--- src/source/fetch_pkg.sv ---
package fetch_pkg;

   ////////////////////
   // widths
   ////////////////////
   localparam int word_w = 16;
   localparam int addr_w = 16;
   localparam int reg_idx_w = 4;
   localparam int num_base_regs = 1 << reg_idx_w;

   // four slots per bundle, one bank per slot
   localparam int bundle_width = 4;
   localparam int imem_depth = 256;
   localparam int bank_depth = imem_depth / bundle_width;
   localparam int bank_bits = $clog2(bundle_width);
   localparam int row_bits = $clog2(bank_depth);

   // bundles the downstream can buffer
   localparam int credit_depth = 4;
   localparam int credit_w = $clog2(credit_depth + 1);

   ////////////////////
   // jump encoding
   ////////////////////
   localparam logic [3:0] jump_opcode = 4'hf;
   localparam int op_msb = 15;
   localparam int op_lsb = 12;
   // bit 0 set means register jump
   localparam int reg_flag_bit = 0;
   // pc relative offset
   localparam int imm_off_msb = 11;
   localparam int imm_off_lsb = 2;
   localparam int imm_off_w = imm_off_msb - imm_off_lsb + 1;
   // base register and its offset
   localparam int base_idx_msb = 11;
   localparam int base_idx_lsb = 8;
   localparam int reg_off_msb = 7;
   localparam int reg_off_lsb = 2;
   localparam int reg_off_w = reg_off_msb - reg_off_lsb + 1;

   typedef logic [word_w-1:0] word_t;
   typedef logic [addr_w-1:0] addr_t;
   typedef logic [reg_idx_w-1:0] reg_idx_t;
   typedef logic [bundle_width-1:0] slot_mask_t;
   typedef logic [bank_bits-1:0] slot_idx_t;
   typedef logic [row_bits-1:0] row_t;
   typedef logic [credit_w-1:0] credit_t;

   typedef enum logic [1:0] {
      idle,
      wait_base,
      issue_base
   } resolve_state_t;

endpackage

--- src/source/jump_resolver.sv ---
`timescale 1ns/1ps

module jump_resolver (
   input  logic                clk,
   input  logic                rst_n,
   input  logic                in_valid,
   input  fetch_pkg::addr_t    in_pc,
   input  fetch_pkg::word_t    in_word0,
   input  fetch_pkg::word_t    in_word1,
   input  fetch_pkg::word_t    in_word2,
   input  fetch_pkg::word_t    in_word3,
   input  logic                flush,
   output logic                base_rd_en,
   output fetch_pkg::reg_idx_t base_rd_idx,
   input  fetch_pkg::word_t    base_rd_data,
   output logic                out_valid,
   output fetch_pkg::addr_t    out_pc,
   output fetch_pkg::word_t    out_word0,
   output fetch_pkg::word_t    out_word1,
   output fetch_pkg::word_t    out_word2,
   output fetch_pkg::word_t    out_word3,
   output logic                jump_taken,
   output fetch_pkg::addr_t    jump_target,
   output logic                hold
);
   import fetch_pkg::*;

   resolve_state_t state;
   resolve_state_t state_nxt;
   word_t          slot_word [bundle_width];
   word_t          kept_word [bundle_width];
   slot_mask_t     is_jump;
   slot_mask_t     keep_mask;
   slot_idx_t      jump_slot;
   word_t          jump_word;
   logic           any_jump;
   logic           jump_is_reg;
   logic           take_bundle;
   logic           imm_taken;
   logic           reg_start;
   addr_t          imm_target;
   addr_t          reg_offset;
   addr_t          reg_offset_q;

   assign slot_word[0] = in_word0;
   assign slot_word[1] = in_word1;
   assign slot_word[2] = in_word2;
   assign slot_word[3] = in_word3;

   // new bundles only when idle and not being flushed
   assign take_bundle = in_valid && !flush && (state == idle);

   ////////////////////
   // slot decode
   ////////////////////
   always_comb begin
      for (int s = 0; s < bundle_width; s++)
         is_jump[s] = slot_word[s][op_msb:op_lsb] == jump_opcode;
   end

   // lowest jump wins, the jump slot itself is kept
   always_comb begin
      logic found;
      found = 1'b0;
      keep_mask = '0;
      jump_slot = '0;
      for (int s = 0; s < bundle_width; s++) begin
         keep_mask[s] = !found;
         if (is_jump[s] && !found)
            jump_slot = slot_idx_t'(s);
         found = found | is_jump[s];
      end
   end

   assign any_jump = |is_jump;
   assign jump_word = slot_word[jump_slot];
   assign jump_is_reg = jump_word[reg_flag_bit];

   assign imm_taken = take_bundle && any_jump && !jump_is_reg;
   assign reg_start = take_bundle && any_jump && jump_is_reg;

   ////////////////////
   // targets
   ////////////////////
   // slot address plus one plus sign extended offset
   assign imm_target = in_pc + addr_t'(jump_slot) + addr_t'(1)
                     + {{(addr_w - imm_off_w){jump_word[imm_off_msb]}},
                        jump_word[imm_off_msb:imm_off_lsb]};

   assign reg_offset = {{(addr_w - reg_off_w){jump_word[reg_off_msb]}},
                        jump_word[reg_off_msb:reg_off_lsb]};

   // offset waits here until the base comes back
   always_ff @(posedge clk) begin
      if (reg_start)
         reg_offset_q <= reg_offset;
   end

   ////////////////////
   // register jump FSM
   ////////////////////
   always_comb begin
      state_nxt = state;
      case (state)
         idle:       if (reg_start) state_nxt = wait_base;
         wait_base:  state_nxt = issue_base;
         issue_base: state_nxt = idle;
         default:    state_nxt = idle;
      endcase
      // redirect or stale data drops the wait
      if (flush)
         state_nxt = idle;
   end

   always_ff @(posedge clk or negedge rst_n) begin
      if (!rst_n)
         state <= idle;
      else
         state <= state_nxt;
   end

   // base read goes out with the squashed bundle
   assign base_rd_en = reg_start;
   assign base_rd_idx = jump_word[base_idx_msb:base_idx_lsb];

   assign hold = (state == wait_base);

   assign jump_taken = imm_taken || (state == issue_base && !flush);
   assign jump_target = (state == issue_base) ? base_rd_data + reg_offset_q : imm_target;

   // slots behind the jump become nops
   always_comb begin
      for (int s = 0; s < bundle_width; s++)
         kept_word[s] = keep_mask[s] ? slot_word[s] : '0;
   end

   assign out_valid = take_bundle;
   assign out_pc = in_pc;
   assign out_word0 = kept_word[0];
   assign out_word1 = kept_word[1];
   assign out_word2 = kept_word[2];
   assign out_word3 = kept_word[3];

endmodule

--- config.mk ---
export PLATFORM = sky130hd
export DESIGN_NAME = jump_resolver
export DESIGN_NICKNAME = d
export VERILOG_FILES = /design/src/source/fetch_pkg.sv /design/src/source/jump_resolver.sv
export SDC_FILE = /design/constraint.sdc
export NUM_CORES = 1
export LEC_CHECK = 0
export BUFFER_PORTS_ARGS = -buffer_cell sky130_fd_sc_hd__buf_2
export CAP_MARGIN = 5
export CORE_ASPECT_RATIO = 0.75
export CORE_UTILIZATION = 44
export CTS_CLUSTER_DIAMETER = 200
export CTS_CLUSTER_SIZE = 40
export DETAILED_ROUTE_END_ITERATION = 8
export PLACE_DENSITY = 0.82
export SYNTH_ARGS = -nofsm -noshare
export SYNTH_HDL_FRONTEND = slang
export SYNTH_SLANG_ARGS = --single-unit
--- constraint.sdc ---
create_clock -name clk -period 4.27 [get_ports clk]
set_input_delay 0.2135 -clock clk [delete_from_list [all_inputs] [get_ports clk]]
set_output_delay 0.2135 -clock clk [all_outputs]
set_load 0.005 [all_outputs]
==> results.sh <==
export IMPL_yosysWarningCount=0
export IMPL_tritoncts="yes"
export IMPL_postSynthCellCount=423
export IMPL_tightest_slew_ns=0.729
export IMPL_numCtsBuffers=3
export IMPL_synth_area_leaders="ha_1, buf_4, nand2_1"
export IMPL_grt_pass1_vias=3280
export IMPL_ys_types=62
export IMPL_rows=26
export IMPL_drive_gt1_share_pct=38.4
export IMPL_ys_seq_area_share_pct=7.34
export IMPL_cap_violations=0
export IMPL_clock_skew_ns=0.00426
export IMPL_end_kind="output pin"
export IMPL_via_per_inst=5.29
export IMPL_synth_top_cell_by_area="ha_1"
export IMPL_peakVddDrop_mv=0.0792
export IMPL_wl_per_cell_um=14.9
export IMPL_overflow=0
export IMPL_cts_max_level=1
export IMPL_die_area_um2=7470
export IMPL_antenna_left=0
export IMPL_syn_nets=570
export IMPL_die_y_um=75.1
export IMPL_synth_seq_cells=8
export IMPL_coreArea_um2=6860
export IMPL_r2r_start="state[1]"
export IMPL_reg2regPathDepth=3
export IMPL_drtIter0Drc=116
export IMPL_status="finished, final reports clean"
export IMPL_period_needed_ns=4.00
export IMPL_hold_path_endpoint="state[1]"
export IMPL_min_delay_start="flush"
export IMPL_port_buffers=201
export IMPL_crit_fanout=20
export IMPL_hold_viol=0
export IMPL_final_cell_mix="buf_2, nand2_1, ha_1"
export IMPL_gp_congestion=0.903
export IMPL_cts_num_sinks=8
export IMPL_wl_um=10200
export IMPL_clock_path_buffers=2
export IMPL_min_period_over_period_pct=93.7
export IMPL_clk_pin_slew_ns=0.04
export IMPL_synth_edf_count=6
export IMPL_hpwl_um=8810
export IMPL_critical_path_class="in -> out"
export IMPL_drt_first_pass_iters=4
export IMPL_clk_latency_ns=0.24
export IMPL_synthFlopType="edfxtp_1"
export IMPL_diodes=0
export IMPL_layout_commonest_cell="buf_2"
export IMPL_finalMaxSlewViolations=0
export IMPL_timing_rr_end="reg_offset_q[5]"
export IMPL_cp_start_kind="primary input"
export IMPL_hp_class="in -> reg"
export IMPL_post_cts_repair_setup_buffers=0
export IMPL_dieWidth_um=99.5
export IMPL_setup_viol=0
export IMPL_grt_pass1_wl_um=15000
export IMPL_initial_core_util_pct=45.7
export IMPL_p_total_uw=839
export IMPL_async_flop_share_pct=25.0
export IMPL_synth_top_area_share_pct=17.6
export IMPL_max_freq_ghz=0.250
export IMPL_setup_tns_ns=0
export IMPL_cts_root_buf="clkbuf_8"
export IMPL_worst_r2r_setup_slack_ns=2.38
export IMPL_nets=734
export IMPL_crit_required_ns=4.06
export IMPL_nFillCells=670
export IMPL_regArea_um2=230
export IMPL_vias=3619
export IMPL_whs_path_depth=3
export IMPL_syn_to_final_growth_pct=28.7
export IMPL_grt_max_degree=26
export IMPL_maxSlewHeadroom_pct=51.4
export IMPL_track_usage_pct=25.3
export IMPL_rsz0062_at_grt="false"
export IMPL_p_per_area_nw_per_um2=208
export IMPL_antenna_found_initial=0
export IMPL_multiInputGateArea_um2=2490
export IMPL_cellLeakagePower_nw=2.21
export IMPL_synth_avg_cell_area_um2=7.41
export IMPL_crit_arrival_ns=3.79
export IMPL_synth_cell_area_um2=3140
export IMPL_drcViolationCount=0
export IMPL_num_io_pins=204
==> cells in the mapped netlist (4+ instances only) <==
library cell   n
mux2i_1        8
nand2_1       58
ha_1          44
a21o_1         9
a31oi_1       10
xor2_1         8
nor3_1         9
o21a_1         4
a211oi_1       8
inv_1         19
and2_1        33
and3_1        23
and4_1         4
edfxtp_1       6
nor2_1        12
nand3_1        4
buf_4         37
o211ai_1       6
xnor2_1       10
clkbuf_1       8
a21oi_1       18
o21ai_0       20
nand2b_1       5
==> sequential cells by signal (all words and copies together), names as in the netlist <==
register / flops
reg_offset_q: 6
state: 2
==> critical path: stages <==
cell,delay [ns]
buf_2,0.12
and4_4,0.25
o211a_4,0.33
inv_4,0.15
a221o_1,0.42
and2_1,0.25
ha_1,0.32
ha_1,0.24
or3_1,0.40
nor3_1,0.27
a2111oi_1,0.12
nor4_1,0.33
nand3b_1,0.11
o2111a_1,0.13
buf_2,0.12
==> report_power, final <==
part	internal, mW	switching (mW)	total (mW)
Clock	0.0651	0.0342	0.0993
Sequential	0.0867	0.00127	0.0879
Combinational	0.308	0.344	0.652
==> logic make-up after synthesis <==
logic type	after synthesis	share of synthesized area [%]
AOI/OAI and AO/OA	105	23.8
xor gates and xnor gates	18	5.03
buffers and inverters	71	13.4
adders and majority gates	47	19.5
muxes	8	2.55
DFF	8	7.34
and+or+nand+nor	166	28.5
==> layout make-up <==
cell class	count	share of cell area [%]
Sequential cell	8	5.70
Timing Repair Buffer	209	26.5
Clock buffer	4	1.12
Multi-Input combinational cell	344	61.7
Tap cell	98	3.04
Inverter	21	2.01
==> stage by stage <==
| stage | instances | setup WS (ns) | utilization [%] | area (um2) | hold slack [ns] |
|---|---|---|---|---|---|
| 2_1_floorplan | 423 | 0.618 | - | 3140 | -0.0821 |
| 3_3_place_gp | 679 | 0.304 | 58.0 | 3980 | 0.000690 |
| 3_5_place_dp | 679 | 0.131 | 58.0 | 3980 | 0.00466 |
| 4_1_cts | 684 | 0.119 | 58.8 | 4030 | 0.280 |
| 5_1_grt | 684 | 0.0488 | 58.8 | 4040 | 0.290 |
| 6_report | 684 | 0.269 | 58.8 | 4040 | 0.279 |
==> metal layers <==
layer	part of all wire [%]	track usage [%]	up-vias
met4	1.6	7.52	0
li1	-	-	1821
met5	0	0	-
met2	50	47.6	126
met1	42	30.3	1656
met3	6.3	3.62	16
==> repair_timing <==
action	in CTS	in global routing
resized for setup	0	2
hold endpoints to repair	2	0
setup endpoints to repair	0	7
hold buffers	1	0
==> worst max-delay path by stage <==
stage                            start         endpoint  slack, ns
after global placement    in_word2[14]  jump_target[10]       0.30
final                     in_word3[13]  jump_target[15]       0.27
after floorplan           in_word2[14]  jump_target[10]       0.62
after detailed placement  in_word2[14]  jump_target[14]       0.13
after global routing      in_word2[14]  jump_target[14]       0.05
after CTS                 in_word2[14]  jump_target[14]       0.12
Note: power is estimated with default switching activity, not from simulation.
