<file path="config.mk">
export PLATFORM = sky130hd
export DESIGN_NAME = imem_arbiter
export DESIGN_NICKNAME = d
export VERILOG_FILES = /design/src/source/fetch_pkg.sv /design/src/source/imem_bank.sv /design/src/source/imem_arbiter.sv
export SDC_FILE = /design/constraint.sdc
export NUM_CORES = 2
export LEC_CHECK = 0
export BUFFER_PORTS_ARGS = -buffer_cell sky130_fd_sc_hd__buf_2
export CAP_MARGIN = 10
export CELL_PAD_IN_SITES_DETAIL_PLACEMENT = 1
export CELL_PAD_IN_SITES_GLOBAL_PLACEMENT = 2
export CORE_ASPECT_RATIO = 1.75
export CORE_MARGIN = 2
export CORE_UTILIZATION = 50
export DETAILED_ROUTE_END_ITERATION = 10
export GPL_ROUTABILITY_DRIVEN = 0
export PLACE_DENSITY = 0.87
export REMOVE_ABC_BUFFERS = 1
export SLEW_MARGIN = 25
export SYNTH_ARGS = -nofsm -noshare
export SYNTH_HDL_FRONTEND = slang
export SYNTH_MEMORY_MAX_BITS = 65536
export SYNTH_SLANG_ARGS = --single-unit
</file>
<file path="constraint.sdc">
create_clock -name clk -period 4.2 [get_ports clk]
set_input_delay 0.84 -clock clk [delete_from_list [all_inputs] [get_ports clk]]
set_output_delay 0.84 -clock clk [all_outputs]
set_load 0.02 [all_outputs]
</file>
<file path="src/source/fetch_pkg.sv">
package fetch_pkg;

   ////////////////////
   // widths
   ////////////////////
   localparam int word_w = 16;
   localparam int addr_w = 16;
   localparam int reg_idx_w = 4;
   localparam int num_base_regs = 1 << reg_idx_w;

   // four slots per bundle, one bank per slot
   localparam int bundle_width = 4;
   localparam int imem_depth = 256;
   localparam int bank_depth = imem_depth / bundle_width;
   localparam int bank_bits = $clog2(bundle_width);
   localparam int row_bits = $clog2(bank_depth);

   // bundles the downstream can buffer
   localparam int credit_depth = 4;
   localparam int credit_w = $clog2(credit_depth + 1);

   ////////////////////
   // jump encoding
   ////////////////////
   localparam logic [3:0] jump_opcode = 4'hf;
   localparam int op_msb = 15;
   localparam int op_lsb = 12;
   // bit 0 set means register jump
   localparam int reg_flag_bit = 0;
   // pc relative offset
   localparam int imm_off_msb = 11;
   localparam int imm_off_lsb = 2;
   localparam int imm_off_w = imm_off_msb - imm_off_lsb + 1;
   // base register and its offset
   localparam int base_idx_msb = 11;
   localparam int base_idx_lsb = 8;
   localparam int reg_off_msb = 7;
   localparam int reg_off_lsb = 2;
   localparam int reg_off_w = reg_off_msb - reg_off_lsb + 1;

   typedef logic [word_w-1:0] word_t;
   typedef logic [addr_w-1:0] addr_t;
   typedef logic [reg_idx_w-1:0] reg_idx_t;
   typedef logic [bundle_width-1:0] slot_mask_t;
   typedef logic [bank_bits-1:0] slot_idx_t;
   typedef logic [row_bits-1:0] row_t;
   typedef logic [credit_w-1:0] credit_t;

   typedef enum logic [1:0] {
      idle,
      wait_base,
      issue_base
   } resolve_state_t;

endpackage

</file>
<file path="src/source/imem_bank.sv">
`timescale 1ns/1ps

module imem_bank (
   input  logic             clk,
   input  logic             rst_n,
   input  logic             wr_en,
   input  fetch_pkg::addr_t wr_addr,
   input  fetch_pkg::word_t wr_data,
   input  logic             rd_en,
   input  fetch_pkg::addr_t rd_addr,
   output fetch_pkg::word_t rd_word0,
   output fetch_pkg::word_t rd_word1,
   output fetch_pkg::word_t rd_word2,
   output fetch_pkg::word_t rd_word3,
   output logic             rd_valid
);
   import fetch_pkg::*;

   word_t     bank_mem [bundle_width][bank_depth];
   word_t     bank_q [bundle_width];
   word_t     rot_word [bundle_width];
   row_t      rd_row [bundle_width];
   row_t      base_row;
   slot_idx_t base_bank;
   slot_idx_t rd_rot;
   slot_idx_t wr_bank;
   row_t      wr_row;

   // low bits pick the bank, the rest the row
   // upper address bits dropped, so reads wrap
   assign base_bank = rd_addr[bank_bits-1:0];
   assign base_row = rd_addr[bank_bits +: row_bits];
   assign wr_bank = wr_addr[bank_bits-1:0];
   assign wr_row = wr_addr[bank_bits +: row_bits];

   // banks below the start bank hold the words of the next row
   always_comb begin
      for (int b = 0; b < bundle_width; b++) begin
         if (slot_idx_t'(b) < base_bank)
            rd_row[b] = base_row + row_t'(1);
         else
            rd_row[b] = base_row;
      end
   end

   always_ff @(posedge clk) begin
      for (int b = 0; b < bundle_width; b++) begin
         if (wr_en && wr_bank == slot_idx_t'(b))
            bank_mem[b][wr_row] <= wr_data;
         if (rd_en)
            bank_q[b] <= bank_mem[b][rd_row[b]];
      end
      if (rd_en)
         rd_rot <= base_bank;
   end

   always_ff @(posedge clk or negedge rst_n) begin
      if (!rst_n)
         rd_valid <= 1'b0;
      else
         rd_valid <= rd_en;
   end

   // rotate so that slot 0 is the word at rd_addr
   always_comb begin
      for (int s = 0; s < bundle_width; s++)
         rot_word[s] = bank_q[slot_idx_t'(rd_rot + s)];
   end

   assign rd_word0 = rot_word[0];
   assign rd_word1 = rot_word[1];
   assign rd_word2 = rot_word[2];
   assign rd_word3 = rot_word[3];

endmodule

</file>
<file path="src/source/imem_arbiter.sv">
`timescale 1ns/1ps

module imem_arbiter (
   input  logic             clk,
   input  logic             rst_n,
   input  logic             load_en,
   input  fetch_pkg::addr_t load_addr,
   input  fetch_pkg::word_t load_data,
   input  logic             fetch_req,
   input  fetch_pkg::addr_t fetch_addr,
   output logic             fetch_gnt,
   output fetch_pkg::word_t fetch_word0,
   output fetch_pkg::word_t fetch_word1,
   output fetch_pkg::word_t fetch_word2,
   output fetch_pkg::word_t fetch_word3,
   output logic             fetch_valid
);
   import fetch_pkg::*;

   addr_t port_addr;
   logic  port_rd;
   word_t bank_word0;
   word_t bank_word1;
   word_t bank_word2;
   word_t bank_word3;
   logic  bank_valid;

   // loader always wins, fetch only on an idle port
   assign fetch_gnt = fetch_req && !load_en;
   assign port_rd = fetch_gnt;

   // single address into the memory
   assign port_addr = load_en ? load_addr : fetch_addr;

   imem_bank u_bank (
      .clk      (clk),
      .rst_n    (rst_n),
      .wr_en    (load_en),
      .wr_addr  (port_addr),
      .wr_data  (load_data),
      .rd_en    (port_rd),
      .rd_addr  (port_addr),
      .rd_word0 (bank_word0),
      .rd_word1 (bank_word1),
      .rd_word2 (bank_word2),
      .rd_word3 (bank_word3),
      .rd_valid (bank_valid)
   );

   // data goes back only for a granted fetch
   assign fetch_valid = bank_valid;
   assign fetch_word0 = bank_valid ? bank_word0 : '0;
   assign fetch_word1 = bank_valid ? bank_word1 : '0;
   assign fetch_word2 = bank_valid ? bank_word2 : '0;
   assign fetch_word3 = bank_valid ? bank_word3 : '0;

endmodule

</file>
==> impl_results.rst <==
.. list-table::
   :header-rows: 1

   * - Metric
     - Value
   * - Result of the run
     - finished, violations left
   * - Violations in the final reports
     - negative setup slack
   * - Placed instance count
     - 12700
   * - Row count
     - ~270
   * - Number of port buffers
     - a little over 100
   * - GR Util All Layers
     - 34.49%
   * - Fraction of registers with async set or reset after synthesis
     - less than 1%
   * - Post-route minimum period
     - between 4 and 5 ns
   * - Delay of the slowest cell on the worst path
     - 1.14 ns
   * - Critical Path Most Common Cell
     - sky130_fd_sc_hd__buf_4
   * - Data required, critical path
     - just under 5 ns
   * - Setup WS post-layout
     - -0.6936 ns
   * - Sum of routed wire length over all layers
     - between 500 and 600 mm
   * - Post-CTS setup repair buffer count
     - 0
   * - Slowest cell on the critical path
     - sky130_fd_sc_hd__o21ai_0
   * - RSZ-0062 raised after global routing
     - yes
   * - Area of the die
     - about 320000 sq um
   * - Layout cells sized above 1
     - between 30 and 40%
   * - Startpoint Class
     - input pin
   * - Worst-case reg-to-reg path depth
     - 5
   * - Overall power consumption
     - around 90 mW
   * - Worst-path fanout max
     - 10
   * - Avg Cell Area, Syn
     - 20.87 sq um
   * - Pin count of the biggest net entering global routing
     - between 100 and 150
   * - Hold Path Class
     - input pin to asynchronous set/reset pin
   * - Non-filler cells in the finished layout
     - about 13000
   * - Maximum clock insertion buffer count
     - 4
   * - GR Overflow Total
     - 0
   * - Die outline width
     - roughly 430 um
   * - Sequential cell area fraction in the yosys report
     - approximately four fifths
   * - F_max
     - between 200 and 250 MHz
   * - Transition time of the tightest slew-check pin
     - roughly 1.4 ns
   * - Initial antenna violation count
     - 53
   * - Violation count after the first detailed-route iteration
     - ~16000
   * - Global-route wire length before repair
     - slightly below 800 mm
   * - Core area
     - 317800 sq um
   * - R2R Setup Slk
     - between 0.6 and 0.7 ns
   * - I/O pin count
     - 118
   * - Post-place instance area
     - about 180000 sq um
   * - Gate Count Post-Synth
     - 7646
   * - Buffer cell driving the clock tree root
     - sky130_fd_sc_hd__clkbuf_16
   * - Clock Latency Late Sink
     - a little under 1 ns
   * - Slew HR
     - under 10%
   * - Drt via density
     - approximately 7.3
   * - First-pass DRT Iterations
     - 9
   * - Fillers
     - approximately 26000
   * - Post-place setup slack
     - -0.6207 ns
   * - Final layout net count
     - roughly 9000
   * - Number of library cell types mapped by synthesis
     - a little over 70
   * - Register bit total from synthesis
     - between 4000 and 5000
   * - Post-route clock skew
     - approximately 0.048 ns
   * - Post-synth EDFFs
     - 4162
   * - Number of warnings reported in the yosys synthesis log
     - 0
   * - Number of global-route vias before repair
     - 96320
   * - Number of slew-limit violations in the final report
     - 0
   * - Post-synthesis cell area
     - approximately 160000 sq um
   * - Number of max-cap violations
     - 0
   * - Capturing element type of the critical path
     - flip-flop
   * - Clk slew on worst S/H paths
     - 0.07 ns
   * - Remaining antenna violation count after routing
     - 0
   * - Vias
     - 97310
   * - Critical path type
     - input pin to flip-flop
   * - Global-route track usage on met2
     - 56.65%
   * - Main flop type after synthesis
     - sky130_fd_sc_hd__edfxtp_1
   * - Routed WL per cell
     - between 40 and 50 um
   * - Setup-failing EPs final
     - 3
   * - Die H
     - 751.4 um
   * - Worst VDD drop
     - around 350 uV
   * - DP Wirelength
     - 333.7 mm
   * - Period Utilization, post-route
     - 116.5%
   * - Post-Route Utilization
     - between 50% and 60%
   * - Endpoint arrival time on the critical path
     - about 5.6 ns
   * - Final count of hold timing violations
     - 0
   * - Critical path, cell by cell
     - buf_2, buf_4, mux2i_4, nor3_2, buf_4, buf_4, a222oi_1, nand2_1, o21ai_0, nand4_1, buf_4
   * - Number of remaining DRC errors
     - 0
   * - CTS Sinks
     - approximately 4200
   * - Cell area after layout
     - approximately 190000 sq um
   * - CTS H-Tree Depth
     - 5
   * - Power per cell area
     - between 400 and 500 nW/um^2
   * - Layout overhead on the synthesized area
     - 18.74%
   * - CTS tree
     - done
   * - Starting density of the core
     - approximately half
   * - Met1 usage
     - 39.47%
   * - Met3 routing resource usage after global routing
     - under 10%
   * - Global-route layer with the greatest usage
     - met2
   * - Leakage component of the power
     - 61.31 nW
   * - Number of buffers added by the clock tree synthesis step
     - 346
[layer usage]
| metal | wire length (um) | vias up |
|---|---|---|
| li1 | - | 34720 |
| met1 | 180400 | 49530 |
| met2 | 286600 | 10230 |
| met3 | 71810 | 2786 |
| met4 | 59950 | 48 |
| met5 | 328 | - |
[cells in the mapped netlist, types with 5 or more instances]
library cell | count | area (sq um)
sky130_fd_sc_hd__buf_6 | 5 | 56.30
sky130_fd_sc_hd__o21ai_0 | 43 | 215.2
sky130_fd_sc_hd__mux2i_1 | 285 | 2853
sky130_fd_sc_hd__nor3_1 | 17 | 85.08
sky130_fd_sc_hd__nand3_1 | 48 | 240.2
sky130_fd_sc_hd__and2_1 | 70 | 437.9
sky130_fd_sc_hd__o2bb2ai_1 | 16 | 140.1
sky130_fd_sc_hd__mux4_2 | 802 | 18060
sky130_fd_sc_hd__a31oi_1 | 56 | 350.3
sky130_fd_sc_hd__nor4_1 | 38 | 237.7
sky130_fd_sc_hd__mux2_2 | 22 | 247.7
sky130_fd_sc_hd__a222oi_1 | 66 | 660.6
sky130_fd_sc_hd__o211ai_1 | 6 | 45.04
sky130_fd_sc_hd__a211oi_1 | 6 | 45.04
sky130_fd_sc_hd__a221oi_1 | 84 | 735.7
sky130_fd_sc_hd__edfxtp_1 | 4162 | 125000
sky130_fd_sc_hd__nor2_1 | 307 | 1152
sky130_fd_sc_hd__xnor2_1 | 18 | 157.7
sky130_fd_sc_hd__clkbuf_1 | 182 | 683.2
sky130_fd_sc_hd__o22ai_1 | 125 | 782.0
sky130_fd_sc_hd__buf_2 | 171 | 855.8
sky130_fd_sc_hd__buf_4 | 18 | 135.1
sky130_fd_sc_hd__o221ai_1 | 5 | 43.79
sky130_fd_sc_hd__or3_1 | 6 | 37.54
sky130_fd_sc_hd__a22oi_1 | 205 | 1539
sky130_fd_sc_hd__a22o_1 | 74 | 648.1
sky130_fd_sc_hd__buf_1 | 62 | 232.7
sky130_fd_sc_hd__and4_1 | 17 | 148.9
sky130_fd_sc_hd__nand4_1 | 12 | 75.07
sky130_fd_sc_hd__a21oi_1 | 165 | 825.8
sky130_fd_sc_hd__nand2_1 | 394 | 1479
sky130_fd_sc_hd__a221o_1 | 13 | 130.1
sky130_fd_sc_hd__and3_1 | 18 | 112.6
sky130_fd_sc_hd__a32oi_1 | 63 | 551.8
[final timing paths]
kind | startpoint | endpoint
setup / recovery | load_en | u_bank.bank_q[3][3]
min in group clk | load_data[6] | u_bank.bank_mem[3][534]
hold / removal | rst_n | u_bank.rd_valid
setup reg to reg | u_bank.bank_mem[3][403] | u_bank.bank_q[3][3]
hold reg to reg | u_bank.rd_rot[1] | flip-flop
max in group asynchronous | rst_n | u_bank.rd_valid
[metrics by stage]
| step | setup TNS [ns] | hold slack [ns] |
|---|---|---|
| 6_report | -1.177 | 0.1921 |
| 5_1_grt | -0.5494 | 0.1834 |
| 4_1_cts | 0 | 0.1778 |
| 3_5_place_dp | -19.26 | 0.6201 |
| 3_3_place_gp | -13.70 | 0.6203 |
| 2_1_floorplan | - | 0.5444 |
[sequential cells by signal (all words and copies together), names as in the netlist, named ones only]
| register | cells |
|---|---|
| u_bank.bank_mem | 4096 |
| u_bank.bank_q | 64 |
| u_bank.rd_rot | 2 |
| u_bank.rd_valid | 1 |
[report_power, final]
group          leakage [nW]  internal (mW)  switching (mW)
clock network          5.59           18.7            16.5
logic                  18.3           4.27            6.49
registers              37.5           45.9           0.260
total                  61.3           68.9            23.2
[repair_timing]
item                                    CTS  global route
endpoints found under the setup margin    0             5
hold buffers                              1             0
endpoints found under the hold margin     1             0
gates resized for setup                   0             5
[cell families after synthesis]
family,count (synthesis),share of synthesized area [%]
muxes,1112,13.29
xor gates and xnor gates,23,0.1356
and+or+nand+nor,951,2.630
buffers and inverters,444,1.251
AOI/OAI and AO/OA,950,4.342
DFF,4165,78.35
adders and majority gates,1,0.007838
[worst max-delay path, delay by kind of cell]
kind | cells | cell delay [ns]
buf+inv | 5 | 1.39
simple gates | 3 | 1.27
mux | 1 | 0.53
compound gates | 2 | 1.52
[final cells by class]
class | instances | area, sq um | area share (%)
sequential | 4165 | 125000 | 65.98
multi-input combinational | 3037 | 32920 | 17.37
timing repair buffer | 1361 | 14660 | 7.736
clock buffer | 411 | 9115 | 4.810
tap | 4140 | 5180 | 2.733
clock inverter | 213 | 2461 | 1.299
antenna | 45 | 112.6 | 0.05942
inverter | 5 | 22.52 | 0.01188
[placed cells by master, fill, tap and decap left out, drive strengths merged, types with 125 or more instances in the layout]
| cell | instances |
|---|---|
| edfxtp | 4162 |
| mux4 | 802 |
| a22oi | 205 |
| o22ai | 125 |
| nand2 | 394 |
| buf | 1360 |
| a21oi | 165 |
| nor2 | 307 |
| clkbuf | 411 |
| mux2i | 288 |
No activity file was read; power rests on OpenSTA's default activity.
