**src/source/fetch_pkg.sv**
```systemverilog
package fetch_pkg;

   ////////////////////
   // widths
   ////////////////////
   localparam int word_w = 16;
   localparam int addr_w = 16;
   localparam int reg_idx_w = 4;
   localparam int num_base_regs = 1 << reg_idx_w;

   // four slots per bundle, one bank per slot
   localparam int bundle_width = 4;
   localparam int imem_depth = 256;
   localparam int bank_depth = imem_depth / bundle_width;
   localparam int bank_bits = $clog2(bundle_width);
   localparam int row_bits = $clog2(bank_depth);

   // bundles the downstream can buffer
   localparam int credit_depth = 4;
   localparam int credit_w = $clog2(credit_depth + 1);

   ////////////////////
   // jump encoding
   ////////////////////
   localparam logic [3:0] jump_opcode = 4'hf;
   localparam int op_msb = 15;
   localparam int op_lsb = 12;
   // bit 0 set means register jump
   localparam int reg_flag_bit = 0;
   // pc relative offset
   localparam int imm_off_msb = 11;
   localparam int imm_off_lsb = 2;
   localparam int imm_off_w = imm_off_msb - imm_off_lsb + 1;
   // base register and its offset
   localparam int base_idx_msb = 11;
   localparam int base_idx_lsb = 8;
   localparam int reg_off_msb = 7;
   localparam int reg_off_lsb = 2;
   localparam int reg_off_w = reg_off_msb - reg_off_lsb + 1;

   typedef logic [word_w-1:0] word_t;
   typedef logic [addr_w-1:0] addr_t;
   typedef logic [reg_idx_w-1:0] reg_idx_t;
   typedef logic [bundle_width-1:0] slot_mask_t;
   typedef logic [bank_bits-1:0] slot_idx_t;
   typedef logic [row_bits-1:0] row_t;
   typedef logic [credit_w-1:0] credit_t;

   typedef enum logic [1:0] {
      idle,
      wait_base,
      issue_base
   } resolve_state_t;

endpackage

```
**src/source/fetch_sequencer.sv**
```systemverilog
`timescale 1ns/1ps

module fetch_sequencer (
   input  logic             clk,
   input  logic             rst_n,
   input  logic             redirect_en,
   input  fetch_pkg::addr_t redirect_pc,
   input  logic             jump_taken,
   input  fetch_pkg::addr_t jump_target,
   input  logic             hold,
   input  logic             fetch_gnt,
   output logic             fetch_req,
   output fetch_pkg::addr_t fetch_addr,
   input  logic             res_valid,
   input  fetch_pkg::addr_t res_pc,
   input  fetch_pkg::word_t res_word0,
   input  fetch_pkg::word_t res_word1,
   input  fetch_pkg::word_t res_word2,
   input  fetch_pkg::word_t res_word3,
   output logic             flush,
   input  logic             credit_return,
   output logic             bundle_valid,
   output fetch_pkg::addr_t bundle_pc,
   output fetch_pkg::word_t bundle_word0,
   output fetch_pkg::word_t bundle_word1,
   output fetch_pkg::word_t bundle_word2,
   output fetch_pkg::word_t bundle_word3
);
   import fetch_pkg::*;

   addr_t   pc;
   logic    epoch;
   logic    req_epoch;
   logic    inflight;
   credit_t credits;
   logic    grant;
   logic    refund;

   // a credit is taken at the grant, so in-flight requests count
   assign fetch_req = (credits != '0) && !hold;
   assign fetch_addr = pc;
   assign grant = fetch_req && fetch_gnt;

   // returning data from an older epoch is thrown away
   assign flush = redirect_en || (inflight && req_epoch != epoch);
   // request came back without a bundle, give its credit back
   assign refund = inflight && !res_valid;

   ////////////////////
   // pc, epoch, credits
   ////////////////////
   always_ff @(posedge clk or negedge rst_n) begin
      if (!rst_n) begin
         pc <= '0;
         epoch <= 1'b0;
         req_epoch <= 1'b0;
         inflight <= 1'b0;
         credits <= credit_t'(credit_depth);
         bundle_valid <= 1'b0;
      end else begin
         // redirect, then jump, then next bundle, else hold
         if (redirect_en)
            pc <= redirect_pc;
         else if (jump_taken)
            pc <= jump_target;
         else if (grant)
            pc <= pc + addr_t'(bundle_width);
         if (redirect_en || jump_taken)
            epoch <= !epoch;
         if (grant)
            req_epoch <= epoch;
         inflight <= grant;
         credits <= credits + credit_t'(credit_return) + credit_t'(refund)
                  - credit_t'(grant);
         bundle_valid <= res_valid;
      end
   end

   // bundle payload
   always_ff @(posedge clk) begin
      if (res_valid) begin
         bundle_pc <= res_pc;
         bundle_word0 <= res_word0;
         bundle_word1 <= res_word1;
         bundle_word2 <= res_word2;
         bundle_word3 <= res_word3;
      end
   end

endmodule

```
**config.mk**
```make
export PLATFORM = sky130hd
export DESIGN_NAME = fetch_sequencer
export DESIGN_NICKNAME = d
export VERILOG_FILES = /design/src/source/fetch_pkg.sv /design/src/source/fetch_sequencer.sv
export SDC_FILE = /design/constraint.sdc
export NUM_CORES = 1
export LEC_CHECK = 0
export ABC_AREA = 1
export BUFFER_PORTS_ARGS = -buffer_cell sky130_fd_sc_hd__buf_4
export CAP_MARGIN = 40
export CORE_MARGIN = 2
export CORE_UTILIZATION = 30
export CTS_CLUSTER_SIZE = 24
export DETAILED_ROUTE_END_ITERATION = 7
export GPL_TIMING_DRIVEN = 0
export SYNTH_ARGS = -nofsm -noshare
export SYNTH_HDL_FRONTEND = slang
export SYNTH_SLANG_ARGS = --single-unit
```
**constraint.sdc**
```tcl
create_clock -name clk -period 5.8 [get_ports clk]
set_input_delay 1.16 -clock clk [delete_from_list [all_inputs] [get_ports clk]]
set_output_delay 1.16 -clock clk [all_outputs]
set_load 0.05 [all_outputs]
```
==> run summary, run 1 <==
DIE WIDTH: 119 um
Pint: 1.38 mW
Unique masters post-synth: 29
Largest net degree at the start of global routing: 56
Synth top area cells: edfxtp_1 60%, dfrtp_1 14%, nand2_1 7.4%
Area Growth Syn to Fin: 54.3%
R2R depth: 9
CTS Buf Count: 9
Cell Count, Final, Fillers Out: 717
Area occupied by multi-input gates: 872 sq um
Post-DP HPWL: 8400 um
Yosys top cell area share: 60.5%
Hold_ws: 497 ps
CTS Buffer Depth: 2
Pre-antenna DRT Iters: 4
Antenna violations before repair: 0
FFs w/ async S/R, synth: 22.3%
Max-capacitance violation count: 0
Critical path arrival: 2190 ps
Count of final hold-check violations: 0
Total Wirelength: 10800 um
Sequential cell area fraction in the yosys report: 75.0%
Synth Warn #: 0
Least-Margin Pin Slew: 536 ps
# DRC: 0
Hold_sp: fetch_addr[0]$_DFFE_PN0P_
Post-CTS Resized: 0
Initial Util: 30.4%
Post-CTS Setup Bufs: 0
Part of the power in registers: 45.1%
Post-Synthesis Cells: 308
First-pass GRT wire length: 16300 um
Reg clk slew, reported paths: 70 ps
Fin nets: 661
Routability cong.: 0.821
Worst relative slew slack: 64.3%
Chip height: 119 um
Filler instances: 1208
Gr ovfl total: 0
Number of synthesized flops with an enable pin: 80
Setup violations, final: 0
Period minus WS final: 3350 ps
Switching Fraction: 33.6%
Vias per inst: 4.34
# clock sinks: 103
Worst Setup Start Kind: input port
Max Freq: 0.298 GHz
Fin Clk Skew: 4.37 ps
Initial DRC count: 211
Worst Setup Path Type: input port to output pin
Setup crit end kind: output pin
Syn avg cell area: 12.9 sq um
Top-count cell post-synth: edfxtp_1
Mapped Nets: 432
# diodes: 0
Worst R2R Start: credits[0]$_DFF_PN0_
Post-synth top cells: 80 x edfxtp_1, 78 x nand2_1, 32 x nor2_1
Crit share post-route: 57.8%
Worst skew pair latency: 340 ps
Data required time at the worst endpoint: 4640 ps
Worst vdd ir: 139 uV
I/O pins: 219
FP Rows: 42
Routed wire per std cell: 15.1 um
Clock power frac: 27.7%
Hold buffers post-CTS: 0
Combinational power share: 27.2%
Vias in the first global route: 3030
Placed cell count: 702
Proportion of layout cells with a drive suffix above 1: 46.2%
Main synth FF type: edfxtp_1
H-Tree Depth: 3
Area occupied by registers: 0.00298 sq mm
Core area: 0.0131 sq mm
Aggregate global-route resource usage: 15.0%
Port Buffers: 217
Outcome: finished, final reports clean
Setup tns final: 0 ps
Flop-to-flop setup slack: 3690 ps
NetSw: 0.697 mW
Worst min-delay path category: flip-flop to flip-flop
Critical path fanouts, max: 10
Cell Area, Synth: 0.00397 sq mm
Worst Hold End: fetch_addr[0]$_DFFE_PN0P_
Root Driver: clkbuf_16
Die Area: 0.0142 sq mm
Via count: 3115
CTS tree: done
R2R Path End: credits[2]$_DFF_PN1_
Post-route antenna net violation count: 0
Area leader, netlist: edfxtp_1
RSZ-0062 raised after global routing: false
#FFs+latches synth: 103
Power Dens Cells: 338 mW/mm^2
Min-Delay Path Depth: 2
Max-slew violations: 0
Static Leak: 2.77 nW
## power groups by stage
stage | sequential [mW] | clock, mW | combinational [mW]
final | 0.934 | 0.575 | 0.564
after global routing | 0.944 | 0.624 | 0.603
after CTS | 0.935 | 0.597 | 0.571
after detailed placement | 0.951 | 0 | 0.569
after global placement | 0.948 | 0 | 0.559
after floorplan | 1.16 | 0 | 0.139
## sequential cells by signal, indices dropped and copies added, names as in the netlist, 3 cells and up
| name | count |
|---|---|
| bundle_word2 | 16 |
| fetch_addr | 16 |
| bundle_word3 | 16 |
| credits | 3 |
| bundle_pc | 16 |
| bundle_word0 | 16 |
| bundle_word1 | 16 |
## through the flow
| stage | util [%] | area (sq um) | total power [mW] | worst slack (ps) |
|---|---|---|---|---|
| after global routing | 46.9 | 6130 | 2.17 | 2380 |
| after floorplan | - | 3970 | 1.30 | 2620 |
| after global placement | 44.5 | 5820 | 1.51 | 2430 |
| final | 46.9 | 6130 | 2.07 | 2450 |
| after CTS | 46.9 | 6130 | 2.10 | 2430 |
| after detailed placement | 44.7 | 5850 | 1.52 | 2430 |
## area by class of cell
class / count / area share [%]
Timing Repair Buffer: 218 / 27.0
Buffer: 8 / 0.714
Clock buffer: 9 / 3.67
Tap cell: 176 / 3.59
Multi-Input combinational cell: 176 / 14.2
Clock inverter: 6 / 0.898
Inverter: 21 / 1.29
Sequential cell: 103 / 48.6
## routing by layer
layer | track usage, % | up-vias | part of all wire, %
li1 | - | 1508 | -
met1 | 18.7 | 1451 | 41
met2 | 25.4 | 142 | 50
met3 | 3.64 | 14 | 7.1
met4 | 5.43 | 0 | 1.5
met5 | 0 | - | 0
## layout by cell type (no fill, tap or decap), types with 3 or more instances in the layout
cell type	instances
nand2_1	78
nand3_1	18
xnor2_1	3
xor2_1	5
inv_1	19
a21oi_1	8
nand4_1	4
dfrtp_1	22
nor2_1	32
edfxtp_1	80
buf_4	218
o21ai_0	8
clkbuf_16	9
clkbuf_1	4
nor2_2	3
## worst max-delay path, stage by stage
cell,delay [ps]
buf_4,140
inv_1,60
clkbuf_1,420
o21ai_0,170
buf_4,230
## cell families (layout without fill, tap and decap cells)
logic type | Yosys count | count (layout) | share of synthesized area (%)
AND/OR/NAND/NOR | 141 | 141 | 15.3
AO/OA/AOI/OAI | 23 | 23 | 3.27
XOR/XNOR | 8 | 8 | 1.76
buffers and inverters | 29 | 262 | 3.09
adder cells (fa/ha/maj) | 4 | 4 | 1.64
flip-flops | 103 | 103 | 75.0
## worst max path at each step
stage,slack [ps],start,end,cells past startpoint
6_report,2450,redirect_en,flush,5
2_1_floorplan,2620,redirect_en,flush,3
3_5_place_dp,2430,redirect_en,flush,5
5_1_grt,2380,redirect_en,flush,5
3_3_place_gp,2430,redirect_en,flush,5
4_1_cts,2430,redirect_en,flush,5
No activity file was read; power rests on OpenSTA's default activity.
==> run 2, diff against run 1 <==
ABC_AREA = 0   (was 1)
clock period = 3.23 ns   (was 5.8 ns; I/O delays follow)
==> run 2 against run 1 <==
Net effect:
- via count shrank 6.8%
- highest routed layer unchanged
- synthesized cell count shrank 22%
- final area shrank 1.8%
- routed wire length shrank 0.98%
- sequential power grew 80%
- die area shrank 2.6%
- sequential cell count is the same
- worst setup slack lost 1900 ps
- cell count shrank 10%
- worst hold slack lost 290 ps
- clock skew grew 1.0 ps
==> run summary, run 2 <==
Outcome: finished, final reports clean (unchanged)
FFs w/ async S/R, synth: 22.3% (unchanged)
First-pass GRT wire length: 16700 um (was 16300 um)
Post-CTS Resized: 0 (unchanged)
CTS Buffer Depth: 2 (unchanged)
Worst skew pair latency: 340 ps (about the same)
Period minus WS final: 2720 ps
Vias in the first global route: 2917 (was 3030)
#FFs+latches synth: 103 (unchanged)
Worst Setup Path Type: flip-flop to flip-flop (was input port to output pin)
Data required time at the worst endpoint: 3500 ps (was 4640 ps)
H-Tree Depth: 3 (unchanged)
Core area: 0.0126 sq mm (was 0.0131 sq mm)
Unique masters post-synth: 50 (was 29)
RSZ-0062 raised after global routing: false (unchanged)
Post-CTS Setup Bufs: 0 (unchanged)
Port Buffers: 217 (unchanged)
Syn avg cell area: 16.2 sq um (was 12.9 sq um)
NetSw: 1.21 mW (was 0.697 mW)
Max-capacitance violation count: 0 (unchanged)
Fin Clk Skew: 5.39 ps (was 4.37 ps)
Placed instance area: 0.00574 sq mm (was 0.00585 sq mm)
Chip height: 118 um (was 119 um)
Part of the power in registers: 45.8% (was 45.1%)
Gr ovfl total: 0 (unchanged)
Root Driver: clkbuf_16 (unchanged)
Max-slew violations: 0 (unchanged)
Synth Area in Compound Gates: 7.37% (was 3.27%)
Via count: 2904 (was 3115)
Worst min-delay path category: input port to asynchronous set/reset pin (was flip-flop to flip-flop)
Least-Margin Pin Slew: 896 ps (was 536 ps)
Commonest non-fill, non-tap cell in the layout: buf_4 (unchanged)
Mux contribution to synthesized area: 2.10% (was 0%)
Antenna violations before repair: 0 (unchanged)
Most frequent cells in the layout: 217 x buf_4, 80 x edfxtp_1, 22 x dfrtp_1 (was 218 x buf_4, 80 x edfxtp_1, 78 x nand2_1)
Initial DRC count: 225 (was 211)
Switching Fraction: 32.9% (was 33.6%)
# clock sinks: 103 (unchanged)
Worst Setup Start Kind: flip-flop (was input port)
Post-Synth XOR/XNOR Area: 1.81% (was 1.76%)
Setup violations, final: 0 (unchanged)
Combinational power share: 26.2% (was 27.2%)
I/O pins: 219 (unchanged)
Initial Util: 30.7% (was 30.4%)
Vias per inst: 4.51 (was 4.34)
Static Leak: 2.57 nW (was 2.77 nW)
Cell Area, Synth: 0.00387 sq mm (was 0.00397 sq mm)
Clock power frac: 28.1% (was 27.7%)
Total Wirelength: 10700 um (was 10800 um)
Post-Synthesis Cells: 239 (was 308)
Area leader, netlist: edfxtp_1 (unchanged)
Max Freq: 0.368 GHz
Fin nets: 592 (was 661)
Hold buffers post-CTS: 0 (unchanged)
Critical path arrival: 2990 ps (was 2190 ps)
R2R depth: 9 (unchanged)
Setup crit end kind: flip-flop (was output pin)
Post-synth top cells: 80 x edfxtp_1, 22 x dfrtp_1, 20 x nand2_1 (was 80 x edfxtp_1, 78 x nand2_1, 32 x nor2_1)
Synth Warn #: 0 (unchanged)
Crit share post-route: 84.2%
Power Dens Cells: 610 mW/mm^2 (was 338 mW/mm^2)
Die Area: 0.0138 sq mm (was 0.0142 sq mm)
Post-route antenna net violation count: 0 (unchanged)
DIE WIDTH: 118 um (was 119 um)
Final instance area: 0.00602 sq mm (was 0.00613 sq mm)
CTS Buf Count: 9 (unchanged)
Flop-to-flop setup slack: 510 ps (was 3690 ps)
Area Growth Syn to Fin: 55.6% (was 54.3%)
Mapped Nets: 363 (was 432)
Setup tns final: 0 ps (unchanged)
Main synth FF type: edfxtp_1 (unchanged)
Synth top area cells: edfxtp_1 62%, dfrtp_1 14%, nand2_1 1.9% (was edfxtp_1 60%, dfrtp_1 14%, nand2_1 7.4%)
Reg clk slew, reported paths: 70 ps (about the same)
Critical path fanouts, max: 5 (was 10)
Largest family of logic cells by synthesized area: simple AND/OR/NAND/NOR gates (unchanged)
Largest net degree at the start of global routing: 59 (was 56)
Routability cong.: 0.797 (was 0.821)
R2R Path End: credits[2]$_DFF_PN1_ (unchanged)
# diodes: 0 (unchanged)
Yosys top cell area share: 62.1% (was 60.5%)
Top-count cell post-synth: edfxtp_1 (unchanged)
Worst vdd ir: 216 uV (was 139 uV)
Pint: 2.46 mW (was 1.38 mW)
Sequential cell area fraction in the yosys report: 77.0% (was 75.0%)
Pre-antenna DRT Iters: 4 (unchanged)
Routed wire per std cell: 16.7 um (was 15.1 um)
FP Rows: 41 (was 42)
Number of synthesized flops with an enable pin: 80 (unchanged)
Count of final hold-check violations: 0 (unchanged)
Worst relative slew slack: 39.6% (was 64.3%)
# DRC: 0 (unchanged)
Proportion of layout cells with a drive suffix above 1: 51.3% (was 46.2%)
Tot Pwr: 3.67 mW (was 2.07 mW)
Post-DP HPWL: 8170 um (was 8400 um)
Worst R2R Start: credits[1]$_DFF_PN0_ (was credits[0]$_DFF_PN0_)
Simple-Gate Fraction of Synth Area: 8.67% (was 15.3%)
CTS tree: done (unchanged)
Aggregate global-route resource usage: 15.4% (was 15.0%)
Post-Synth Adder-Cell Area: 1.68% (was 1.64%)
-- run 2: power groups by stage --
stage          registers, mW  logic [mW]  clock network (mW)
2_1_floorplan           2.07       0.219                   0
3_3_place_gp            1.70       0.950                   0
3_5_place_dp            1.71       0.966                   0
4_1_cts                 1.68       0.969                1.06
5_1_grt                 1.70        1.02                1.11
6_report                1.68       0.960                1.03
-- run 2: cell families after synthesis --
logic type / after synthesis
flip-flops: 103
AND/OR/NAND/NOR: 61
AO/OA/AOI/OAI: 41
buffers and inverters: 14
XOR/XNOR: 8
multiplexers: 8
adder cells (fa/ha/maj): 4
-- run 2: layout make-up --
class	instances	area, sq um
Multi-Input combinational cell	122	837
Clock inverter	6	53.8
Inverter	8	30.0
Buffer	6	22.5
Sequential cell	103	2980
Clock buffer	9	225
Timing Repair Buffer	218	1660
Fill cell	1159	6600
Tap cell	172	215
-- run 2: worst max path at each step --
stage	startpoint	endpoint	slack [ps]	cells after the start
4_1_cts	credits[1]$_DFF_PN0_	credits[2]$_DFF_PN1_	490	9
3_5_place_dp	hold	credits[2]$_DFF_PN1_	420	10
6_report	credits[1]$_DFF_PN0_	credits[2]$_DFF_PN1_	510	9
5_1_grt	credits[1]$_DFF_PN0_	credits[2]$_DFF_PN1_	380	9
2_1_floorplan	credits[1]$_DFF_PN0_	credits[2]$_DFF_PN1_	760	9
3_3_place_gp	res_valid	credits[2]$_DFF_PN1_	450	6
-- run 2: critical path: stages (launching register included) --
cell and delay (ps):
dfrtp_1 400, or3_1 470, nand2_1 180, inv_1 120
ha_1 290, inv_1 50, fa_1 410, fa_1 390
xnor2_1 190, xnor2_1 140
-- run 2: stage by stage --
| step | setup WS [ps] | util, % | hold WS, ps | instances |
|---|---|---|---|---|
| finish | 511 | 47.7 | 204 | 644 |
| global route | 381 | 47.7 | 215 | 644 |
| CTS | 492 | 47.7 | 207 | 644 |
| detailed placement | 423 | 45.5 | 512 | 629 |
| global placement | 446 | 45.3 | 498 | 628 |
| floorplan | 756 | - | 350 | 239 |
-- run 2: routing by layer --
| layer | global-route usage [%] | wire (um) |
|---|---|---|
| met2 | 24.4 | 5110 |
| met5 | 0 | 0 |
| met4 | 5.27 | 147 |
| met1 | 19.5 | 4350 |
| met3 | 5.91 | 1120 |
